--- src/verilog/hisPkg.sv ---
`default_nettype none

package hisPkg;

    // raw time code width
    localparam int NP_DEF = 10;

    // bin address width, same for coarse and fine histograms
    localparam int NB_DEF = 4;

    // count width per bin, counts saturate at all ones
    localparam int PEAK_MAX_DEF = 8;

    // accepted codes per pass
    localparam int ACQ_LEN_DEF = 24;

    // which histogram is being built
    typedef enum logic {
        passCoarse = 1'b0,
        passFine   = 1'b1
    } passT;

    // sequencer states
    typedef enum logic [1:0] {
        seqAcq   = 2'd0,
        seqDrain = 2'd1,
        seqScan  = 2'd2
    } seqStateT;

endpackage

`default_nettype wire
--- src/verilog/histRamBus.sv ---
`timescale 1ns/1ps
`default_nettype none

interface histRamBus #(
    parameter int Nb      = hisPkg::NB_DEF,
    parameter int peakMax = hisPkg::PEAK_MAX_DEF
) ();

    // access happens when req and gnt are both high
    logic               req;
    // write enable, waddr/wdata valid with it
    logic               we;
    // read address, read data back one cycle later
    logic [Nb-1:0]      addr;
    logic [Nb-1:0]      waddr;
    logic [peakMax-1:0] wdata;
    logic               gnt;
    logic [peakMax-1:0] rdata;

    modport client (output req, we, addr, waddr, wdata, input gnt, rdata);
    modport arbiter (input req, we, addr, waddr, wdata, output gnt, rdata);

endinterface

`default_nettype wire

--- src/verilog/hisBuilderTop.sv ---
`timescale 1ns/1ps
`default_nettype none

module hisBuilderTop #(
    parameter int Np      = hisPkg::NP_DEF,
    parameter int Nb      = hisPkg::NB_DEF,
    parameter int peakMax = hisPkg::PEAK_MAX_DEF,
    parameter int ACQ_LEN = hisPkg::ACQ_LEN_DEF
) (
    input  logic          clk,
    input  logic          arstN,
    input  logic          wrEn,
    input  logic [Np-1:0] roughData,
    output logic          hisNum,
    output logic          scanning,
    output logic [Nb-1:0] peakCH,
    output logic [Nb-1:0] peakFH,
    output logic          peakDone
);
    import hisPkg::*;

    passT               passSel;
    logic [Np-1:0]      thMinus;
    logic [Nb-1:0]      bin;
    logic               inWindow;
    logic               accEn;
    logic               scanStart;
    logic               scanDone;
    logic [Nb-1:0]      peakBin;
    logic               ramWe;
    logic [Nb-1:0]      ramAddr;
    logic [Nb-1:0]      ramWaddr;
    logic [peakMax-1:0] ramWdata;
    logic [peakMax-1:0] ramRdata;

    // low for coarse, high for fine
    assign hisNum = passSel;

    histRamBus #(.Nb(Nb), .peakMax(peakMax)) accBus ();
    histRamBus #(.Nb(Nb), .peakMax(peakMax)) scanBus ();

    binMapper #(.Np(Np), .Nb(Nb)) mapper_i (
        .roughData(roughData), .hisNum(passSel), .thMinus(thMinus),
        .bin(bin), .inWindow(inWindow)
    );

    binAccumulator #(.Nb(Nb), .peakMax(peakMax)) acc_i (
        .clk(clk), .arstN(arstN), .wrEn(accEn), .bin(bin), .ramBus(accBus.client)
    );

    peakScanner #(.Nb(Nb), .peakMax(peakMax)) scan_i (
        .clk(clk), .arstN(arstN), .start(scanStart), .ramBus(scanBus.client),
        .peakBin(peakBin), .scanDone(scanDone)
    );

    ramArbiter #(.Nb(Nb), .peakMax(peakMax)) arb_i (
        .clk(clk), .arstN(arstN), .accBus(accBus.arbiter), .scanBus(scanBus.arbiter),
        .ramWe(ramWe), .ramAddr(ramAddr), .ramWaddr(ramWaddr),
        .ramWdata(ramWdata), .ramRdata(ramRdata)
    );

    histRam #(.Nb(Nb), .peakMax(peakMax)) ram_i (
        .clk(clk), .we(ramWe), .waddr(ramWaddr), .wdata(ramWdata),
        .addr(ramAddr), .rdata(ramRdata)
    );

    hisBuilderFSM #(.Np(Np), .Nb(Nb), .ACQ_LEN(ACQ_LEN)) fsm_i (
        .clk(clk), .arstN(arstN), .wrEn(wrEn), .inWindow(inWindow),
        .scanDone(scanDone), .peakBin(peakBin), .accEn(accEn),
        .scanStart(scanStart), .hisNum(passSel), .thMinus(thMinus),
        .scanning(scanning), .peakCH(peakCH), .peakFH(peakFH), .peakDone(peakDone)
    );

endmodule

`default_nettype wire

--- src/verilog/hisBuilderFSM.sv ---
`timescale 1ns/1ps
`default_nettype none

module hisBuilderFSM #(
    parameter int Np      = hisPkg::NP_DEF,
    parameter int Nb      = hisPkg::NB_DEF,
    parameter int ACQ_LEN = hisPkg::ACQ_LEN_DEF
) (
    input  logic          clk,
    input  logic          arstN,
    input  logic          wrEn,
    input  logic          inWindow,
    input  logic          scanDone,
    input  logic [Nb-1:0] peakBin,
    output logic          accEn,
    output logic          scanStart,
    output hisPkg::passT  hisNum,
    output logic [Np-1:0] thMinus,
    output logic          scanning,
    output logic [Nb-1:0] peakCH,
    output logic [Nb-1:0] peakFH,
    output logic          peakDone
);
    import hisPkg::*;

    localparam int CW = $clog2(ACQ_LEN + 1);

    seqStateT      state;
    logic [CW-1:0] sampleCnt;
    // second drain cycle
    logic          drainQ;
    // first cycle out of reset, kicks off the clearing scan
    logic          initQ;
    // scan result of the clearing pass is thrown away
    logic          clearQ;
    logic          take;

    // strobes only count while acquiring
    assign take = (state == seqAcq) && wrEn;
    assign accEn = take && inWindow;
    assign scanning = (state != seqAcq);
    assign scanStart = initQ || ((state == seqDrain) && drainQ);

    always_ff @(posedge clk or negedge arstN) begin
        if (!arstN) begin
            state <= seqScan;
            sampleCnt <= '0;
            drainQ <= 1'b0;
            initQ <= 1'b1;
            clearQ <= 1'b1;
            hisNum <= passCoarse;
            thMinus <= '0;
            peakCH <= '0;
            peakFH <= '0;
            peakDone <= 1'b0;
        end else begin
            initQ <= 1'b0;
            peakDone <= 1'b0;
            case (state)
                seqAcq: begin
                    // out-of-window codes still count here
                    if (take) begin
                        if (sampleCnt == CW'(ACQ_LEN - 1)) begin
                            sampleCnt <= '0;
                            drainQ <= 1'b0;
                            state <= seqDrain;
                        end else begin
                            sampleCnt <= sampleCnt + 1'b1;
                        end
                    end
                end
                seqDrain: begin
                    // let the last read-modify-write land
                    drainQ <= 1'b1;
                    if (drainQ) begin
                        state <= seqScan;
                    end
                end
                seqScan: begin
                    if (scanDone) begin
                        state <= seqAcq;
                        if (clearQ) begin
                            clearQ <= 1'b0;
                        end else if (hisNum == passCoarse) begin
                            peakCH <= peakBin;
                            // THminus, window is 2^(Np-Nb) wide above it
                            thMinus <= {peakBin, {(Np - Nb){1'b0}}};
                            hisNum <= passFine;
                        end else begin
                            peakFH <= peakBin;
                            peakDone <= 1'b1;
                            hisNum <= passCoarse;
                        end
                    end
                end
                default: state <= seqAcq;
            endcase
        end
    end

endmodule

`default_nettype wire

--- src/verilog/histRam.sv ---
`timescale 1ns/1ps
`default_nettype none

module histRam #(
    parameter int Nb      = hisPkg::NB_DEF,
    parameter int peakMax = hisPkg::PEAK_MAX_DEF
) (
    input  logic               clk,
    input  logic               we,
    input  logic [Nb-1:0]      waddr,
    input  logic [peakMax-1:0] wdata,
    input  logic [Nb-1:0]      addr,
    output logic [peakMax-1:0] rdata
);

    // one count per bin
    logic [peakMax-1:0] mem [2**Nb];

    // read returns the old value on a same-address write
    always_ff @(posedge clk) begin
        if (we) begin
            mem[waddr] <= wdata;
        end
        rdata <= mem[addr];
    end

endmodule

`default_nettype wire

--- src/verilog/ramArbiter.sv ---
`timescale 1ns/1ps
`default_nettype none

module ramArbiter #(
    parameter int Nb      = hisPkg::NB_DEF,
    parameter int peakMax = hisPkg::PEAK_MAX_DEF
) (
    input  logic               clk,
    input  logic               arstN,
    histRamBus.arbiter         accBus,
    histRamBus.arbiter         scanBus,
    output logic               ramWe,
    output logic [Nb-1:0]      ramAddr,
    output logic [Nb-1:0]      ramWaddr,
    output logic [peakMax-1:0] ramWdata,
    input  logic [peakMax-1:0] ramRdata
);

    logic selAcc;
    // who owned the RAM last cycle
    logic accRd;
    logic scanRd;

    // accumulator always wins
    assign selAcc = accBus.req;
    assign accBus.gnt = accBus.req;
    assign scanBus.gnt = scanBus.req & ~accBus.req;

    assign ramWe = selAcc ? accBus.we : (scanBus.gnt & scanBus.we);
    assign ramAddr = selAcc ? accBus.addr : scanBus.addr;
    assign ramWaddr = selAcc ? accBus.waddr : scanBus.waddr;
    assign ramWdata = selAcc ? accBus.wdata : scanBus.wdata;

    // read data only goes back to the granted client
    assign accBus.rdata = accRd ? ramRdata : '0;
    assign scanBus.rdata = scanRd ? ramRdata : '0;

    always_ff @(posedge clk or negedge arstN) begin
        if (!arstN) begin
            accRd <= 1'b0;
            scanRd <= 1'b0;
        end else begin
            accRd <= accBus.gnt;
            scanRd <= scanBus.gnt;
        end
    end

endmodule

`default_nettype wire

--- src/verilog/peakScanner.sv ---
`timescale 1ns/1ps
`default_nettype none

module peakScanner #(
    parameter int Nb      = hisPkg::NB_DEF,
    parameter int peakMax = hisPkg::PEAK_MAX_DEF
) (
    input  logic          clk,
    input  logic          arstN,
    input  logic          start,
    histRamBus.client     ramBus,
    output logic [Nb-1:0] peakBin,
    output logic          scanDone
);

    logic               busy;
    // low for the read, high for the clearing write
    logic               phase;
    // rdata holds the bin read last cycle
    logic               rdValid;
    logic [Nb-1:0]      addrQ;
    logic [Nb-1:0]      bestBin;
    logic [peakMax-1:0] maxCount;
    logic               lastBin;

    assign lastBin = &addrQ;

    assign ramBus.req = busy;
    assign ramBus.we = busy & phase;
    assign ramBus.addr = addrQ;
    assign ramBus.waddr = addrQ;
    assign ramBus.wdata = '0;

    assign peakBin = bestBin;

    always_ff @(posedge clk or negedge arstN) begin
        if (!arstN) begin
            busy <= 1'b0;
            phase <= 1'b0;
            rdValid <= 1'b0;
            addrQ <= '0;
            bestBin <= '0;
            maxCount <= '0;
            scanDone <= 1'b0;
        end else begin
            scanDone <= 1'b0;
            rdValid <= busy & ~phase & ramBus.gnt;
            if (start && !busy) begin
                busy <= 1'b1;
                phase <= 1'b0;
                addrQ <= '0;
                bestBin <= '0;
                maxCount <= '0;
            end else if (busy && ramBus.gnt) begin
                if (!phase) begin
                    phase <= 1'b1;
                end else begin
                    // bin cleared, step on or finish
                    phase <= 1'b0;
                    if (lastBin) begin
                        busy <= 1'b0;
                        scanDone <= 1'b1;
                    end else begin
                        addrQ <= addrQ + 1'b1;
                    end
                end
            end
            // strict compare keeps the lowest index on ties
            if (rdValid && (ramBus.rdata > maxCount)) begin
                maxCount <= ramBus.rdata;
                bestBin <= addrQ;
            end
        end
    end

endmodule

`default_nettype wire

--- src/verilog/binAccumulator.sv ---
`timescale 1ns/1ps
`default_nettype none

module binAccumulator #(
    parameter int Nb      = hisPkg::NB_DEF,
    parameter int peakMax = hisPkg::PEAK_MAX_DEF
) (
    input  logic          clk,
    input  logic          arstN,
    input  logic          wrEn,
    input  logic [Nb-1:0] bin,
    histRamBus.client     ramBus
);

    // stage two, read issued last cycle
    logic               s1Valid;
    logic [Nb-1:0]      s1Bin;
    // write done last cycle, kept for forwarding
    logic               wbValid;
    logic [Nb-1:0]      wbBin;
    logic [peakMax-1:0] wbCount;
    logic               fwd;
    logic [peakMax-1:0] baseCount;
    logic [peakMax-1:0] nextCount;

    // RAM read of the same bin saw the value before that write
    assign fwd = wbValid && (wbBin == s1Bin);
    assign baseCount = fwd ? wbCount : ramBus.rdata;

    // saturate at all ones
    assign nextCount = (&baseCount) ? baseCount : baseCount + 1'b1;

    // read new bin and write previous result in the same access
    assign ramBus.req = wrEn | s1Valid;
    assign ramBus.we = s1Valid;
    assign ramBus.addr = bin;
    assign ramBus.waddr = s1Bin;
    assign ramBus.wdata = nextCount;

    always_ff @(posedge clk or negedge arstN) begin
        if (!arstN) begin
            s1Valid <= 1'b0;
            wbValid <= 1'b0;
        end else begin
            // only a granted read moves on
            s1Valid <= wrEn & ramBus.gnt;
            wbValid <= s1Valid;
        end
    end

    always_ff @(posedge clk) begin
        s1Bin <= bin;
        wbBin <= s1Bin;
        wbCount <= nextCount;
    end

endmodule

`default_nettype wire

--- src/verilog/binMapper.sv ---
`timescale 1ns/1ps
`default_nettype none

module binMapper #(
    parameter int Np = hisPkg::NP_DEF,
    parameter int Nb = hisPkg::NB_DEF
) (
    input  logic [Np-1:0] roughData,
    input  hisPkg::passT  hisNum,
    input  logic [Np-1:0] thMinus,
    output logic [Nb-1:0] bin,
    output logic          inWindow
);
    import hisPkg::*;

    // offset from the lower window edge, top bit is the borrow
    logic [Np:0] diff;

    assign diff = {1'b0, roughData} - {1'b0, thMinus};

    always_comb begin
        if (hisNum == passFine) begin
            // fine bin width is 2^(Np-2Nb)
            bin = diff[Np-Nb-1 -: Nb];
            // below thMinus borrows, at or above THpositive sets high bits
            inWindow = ~diff[Np] && (diff[Np-1 -: Nb] == '0);
        end else begin
            // coarse bin is just the top bits
            bin = roughData[Np-1 -: Nb];
            inWindow = 1'b1;
        end
    end

endmodule

`default_nettype wire

--- config.mk ---
export PLATFORM = sky130hd
export DESIGN_NAME = hisBuilderTop
export DESIGN_NICKNAME = d
export VERILOG_FILES = /design/src/verilog/hisPkg.sv /design/src/verilog/histRamBus.sv /design/src/verilog/hisBuilderTop.sv /design/src/verilog/hisBuilderFSM.sv /design/src/verilog/histRam.sv /design/src/verilog/ramArbiter.sv /design/src/verilog/peakScanner.sv /design/src/verilog/binAccumulator.sv /design/src/verilog/binMapper.sv
export SDC_FILE = /design/constraint.sdc
export NUM_CORES = 1
export LEC_CHECK = 0
export ABC_AREA = 1
export BUFFER_PORTS_ARGS = -buffer_cell sky130_fd_sc_hd__buf_2
export CAP_MARGIN = 0
export CORE_AREA = 2 2 224 171
export DETAILED_ROUTE_END_ITERATION = 6
export DIE_AREA = 0 0 226 173
export PLACE_DENSITY_LB_ADDON = 0.25
export SLEW_MARGIN = 10
export SYNTH_ARGS = -nofsm -noshare
export SYNTH_HDL_FRONTEND = slang
export SYNTH_SLANG_ARGS = --single-unit
--- constraint.sdc ---
create_clock -name clk -period 7.2 [get_ports clk]
set_input_delay 0.72 -clock clk [delete_from_list [all_inputs] [get_ports clk]]
set_output_delay 0.72 -clock clk [all_outputs]
set_load 0.1 [all_outputs]
==> impl_metrics.py <==
metrics = {
    "grt": {
        "gr-usage-all-layers": 0.112,
        "grt_pass1_wl_um": 33400,
        "grt_pass1_vias": 5716,
        "grt_max_degree": 65,
        "overflow": 0,
        "antenna_found_initial": 1,
    },
    "worst_setup_path": {
        "crit_top_cell": "nand3_1",
        "cp_max_fo": 33,
        "crit_chain": "ha_1 -> inv_1 -> fa_1 -> nor2_1 -> nand3_1 -> nor2_1 -> nand2_1 -> nand2_2 -> nand2_4 -> nand2_8 -> nand2_2 -> nand2_2 -> inv_2 -> nand3_1 -> nand3_1 -> nand3_1 -> nand2_1",
        "path_buf_inv": 2,
        "startpoint_type": "flip-flop",
        "max_stage_delay_ns": 0.64,
        "crit_required_ns": 7.52,
        "cp_data_arrival_time_ns": 4.10,
        "cp-end-kind": "flip-flop",
        "path_delay_family": "simple AND/OR/NAND/NOR gates",
        "cp_slowest_cell": "nand2_2",
        "path_class": "reg -> reg",
    },
    "synth": {
        "ys.warnings.count": 0,
        "syn_avg_cell_area_um2": 9.89,
        "synthFlopType": "edfxtp_1",
        "syn_nets": 953,
        "syn_area_mm2": 0.00914,
        "synth_cell_type_count": 45,
        "synth_seq_area_share": 0.594,
        "ys_async_sr_fraction": 0.224,
        "syn_inst": 924,
        "synth_seq_cells": 196,
        "synth_edf_count": 128,
    },
    "routing": {
        "first_pass_iters": 4,
        "drt_iter0_drc": 449,
        "via_per_inst": 4.12,
        "drc": 0,
        "wl_per_cell_um": 14.4,
        "dr_total_vias": 5997,
        "detail-route-antenna-nets": 0,
        "routed_wl_um": 20900,
    },
    "die": {
        "die_w_um": 226,
        "num_rows": 61,
        "initial_core_util": 0.249,
        "die_h_um": 173,
        "num_io_pins": 24,
        "coreArea_mm2": 0.0367,
        "dieArea_mm2": 0.0391,
    },
    "final_layout": {
        "design_area_mm2": 0.0103,
        "syn2layout_area_growth_pct": 12.6,
        "nFillCells": 3885,
        "layoutNonFillerInstCount": 1454,
        "drive_above_1_share": 0.123,
        "n_antenna_cell": 0,
        "nets": 966,
    },
    "clock_tree": {
        "clockBufferDepth": 2,
        "root_buffer": "clkbuf_16",
        "cts_hold_buffers": 0,
        "tritoncts": "done",
        "post_cts.repair.setup_buffers": 0,
        "ctsResizeCount": 0,
        "clk_pin_slew_ns": 0.08,
        "cts_sinks": 196,
        "numCtsBuffers": 17,
        "clk_latency_ns": 0.44,
        "cts_max_level": 4,
    },
    "timing": {
        "finClkSkew_ns": 0.0175,
        "period_minus_slack_ns": 3.79,
        "max_freq_ghz": 0.264,
        "slew_viol_final": 0,
        "tns_ns": 0,
        "worst_slew_pin_slew_ns": 1.03,
        "slew_headroom": 0.312,
        "hold_viol_final": 0,
        "fin_crit_sh": 0.526,
        "finalWorstSetupSlack_ns": 3.41,
        "setup_viol": 0,
        "rsz0062_at_grt": "false",
    },
    "placement": {
        "gp_congestion": 0.761,
        "pre_cts_slack_ns": 2.90,
        "place_inst": 1422,
        "port_buffers": 21,
        "dpl_cell_area_mm2": 0.00966,
        "hpwl_um": 13500,
    },
    "pwr": {
        "seqPwrFrac": 0.408,
        "power_density_mw_per_mm2": 357,
        "p_int_uw": 2270,
        "clkPwrFrac": 0.272,
        "p_leak_uw": 0.00445,
        "ir_drop_mv": 0.180,
        "p_sw_uw": 1400,
        "combPwrFrac": 0.320,
        "switching_share": 0.382,
    },
    "worst_hold_path": {
        "hold_class": "reg -> reg",
    },
    "run": {
        "cap_violations": 0,
    },
    "status": {
        "status": "finished clean",
    },
}
==> per-layer routing <==
metal | up-vias | share of wire | wire, µm | GRT usage
met2 | 82 | 0.43 | 9030 | 0.164
met5 | - | 0 | 0 | 0
met3 | 13 | 0.037 | 776 | 0.0229
met4 | 0 | 0.0088 | 185 | 0.0257
met1 | 2850 | 0.52 | 10900 | 0.167
li1 | 3052 | - | - | -
==> stage by stage <==
| stage | utilization | hold slack [ns] | power, µW |
|---|---|---|---|
| after floorplan | - | 0.350 | 2390 |
| after global placement | 0.263 | 0.359 | 2710 |
| after detailed placement | 0.263 | 0.357 | 2720 |
| after CTS | 0.280 | 0.368 | 3720 |
| after global routing | 0.280 | 0.380 | 3950 |
| final | 0.280 | 0.366 | 3680 |
==> power by group through the flow <==
stage                     clock network (µW)  logic (µW)  registers, µW
after floorplan                            0         900           1490
after global placement                     0        1190           1520
after detailed placement                   0        1190           1530
after CTS                               1020        1200           1500
after global routing                    1070        1350           1520
final                                    999        1180           1500
==> layout make-up <==
class | count | area, µm² | area share
flip-flops and latches | 196 | 5430 | 0.527
multi-input cells | 529 | 2820 | 0.274
well taps | 504 | 631 | 0.0612
inverters | 163 | 612 | 0.0594
clock buffers | 17 | 425 | 0.0413
clock inverters | 15 | 206 | 0.0201
repair buffers | 30 | 173 | 0.0168
==> flip-flops by register name, indices dropped and copies added, names as in the netlist, 2 cells and up <==
name	flops
acc_i.wbBin	4
fsm_i.sampleCnt	5
acc_i.ramBus.waddr	4
fsm_i.peakFH	4
acc_i.wbCount	8
fsm_i.thMinus	4
scan_i.maxCount	8
scan_i.ramBus.addr	4
ram_i.mem	128
ram_i.rdata	8
fsm_i.state	2
scan_i.peakBin	4
==> worst paths after layout <==
kind                                             from                  to  slack [ns]  cells after the start
worst min-delay path            acc_i.ramBus.waddr[3]      acc_i.wbBin[3]        0.37                      0
worst max register to register       fsm_i.thMinus[6]      ram_i.rdata[2]        3.41                     17
min in group asynchronous                       arstN      fsm_i.peakDone        0.45                      1
max in group asynchronous                       arstN  scan_i.maxCount[3]        6.10                      1
worst max-delay path                 fsm_i.thMinus[6]      ram_i.rdata[2]        3.41                     17
worst min register to register  acc_i.ramBus.waddr[3]      acc_i.wbBin[3]        0.37                      0
==> cells in the mapped netlist (2+ instances only) <==
cell type / number / share of area
nand3_2: 17 / 0.019
inv_2: 6 / 0.0025
o21a_1: 2 / 0.0016
dfrtp_1: 41 / 0.11
a21oi_1: 18 / 0.0099
buf_6: 9 / 0.011
nor3_1: 5 / 0.0027
buf_12: 2 / 0.0044
xnor2_1: 2 / 0.0019
mux2_2: 4 / 0.0049
ha_1: 15 / 0.021
o21ai_2: 6 / 0.0057
o21ai_0: 23 / 0.013
o21bai_1: 2 / 0.0016
inv_1: 157 / 0.064
dfxtp_1: 24 / 0.053
buf_4: 3 / 0.0025
a211oi_1: 2 / 0.0016
dfstp_2: 3 / 0.0086
nor2_4: 2 / 0.0025
clkbuf_1: 4 / 0.0016
xor2_1: 4 / 0.0038
a31oi_1: 2 / 0.0014
nor2_1: 46 / 0.019
nor2_2: 4 / 0.0027
nand4_1: 3 / 0.0021
nand2_2: 5 / 0.0034
buf_2: 17 / 0.0093
nand3_1: 160 / 0.088
edfxtp_1: 128 / 0.42
nand2_1: 171 / 0.070
nand2_4: 4 / 0.0049
nand3b_1: 16 / 0.013
o21ai_1: 6 / 0.0033
==> cell usage in the layout, fill, tap and decap left out, types with 9 or more instances in the layout <==
cell type  instances
dfrtp_1           41
buf_4              9
ha_1              15
a21oi_1           18
nand2_1          171
edfxtp_1         128
clkbuf_16         17
nand3_2           17
nor2_1            46
dfxtp_1           24
inv_1            157
nand3_1          160
o21ai_0           23
buf_2             21
nand3b_1          16
==> logic make-up (layout without fill, tap and decap cells) <==
kind of cell,Yosys count,count (layout),share of synthesized area
simple gates,439,439,0.235
buf+inv,199,225,0.0975
flops,196,196,0.594
compound gates,63,63,0.0394
fa+ha+maj,16,16,0.0227
xor+xnor,6,6,0.00575
mux,4,4,0.00493
other cells,1,1,0.000410
Power figures use the tool's default switching activity.
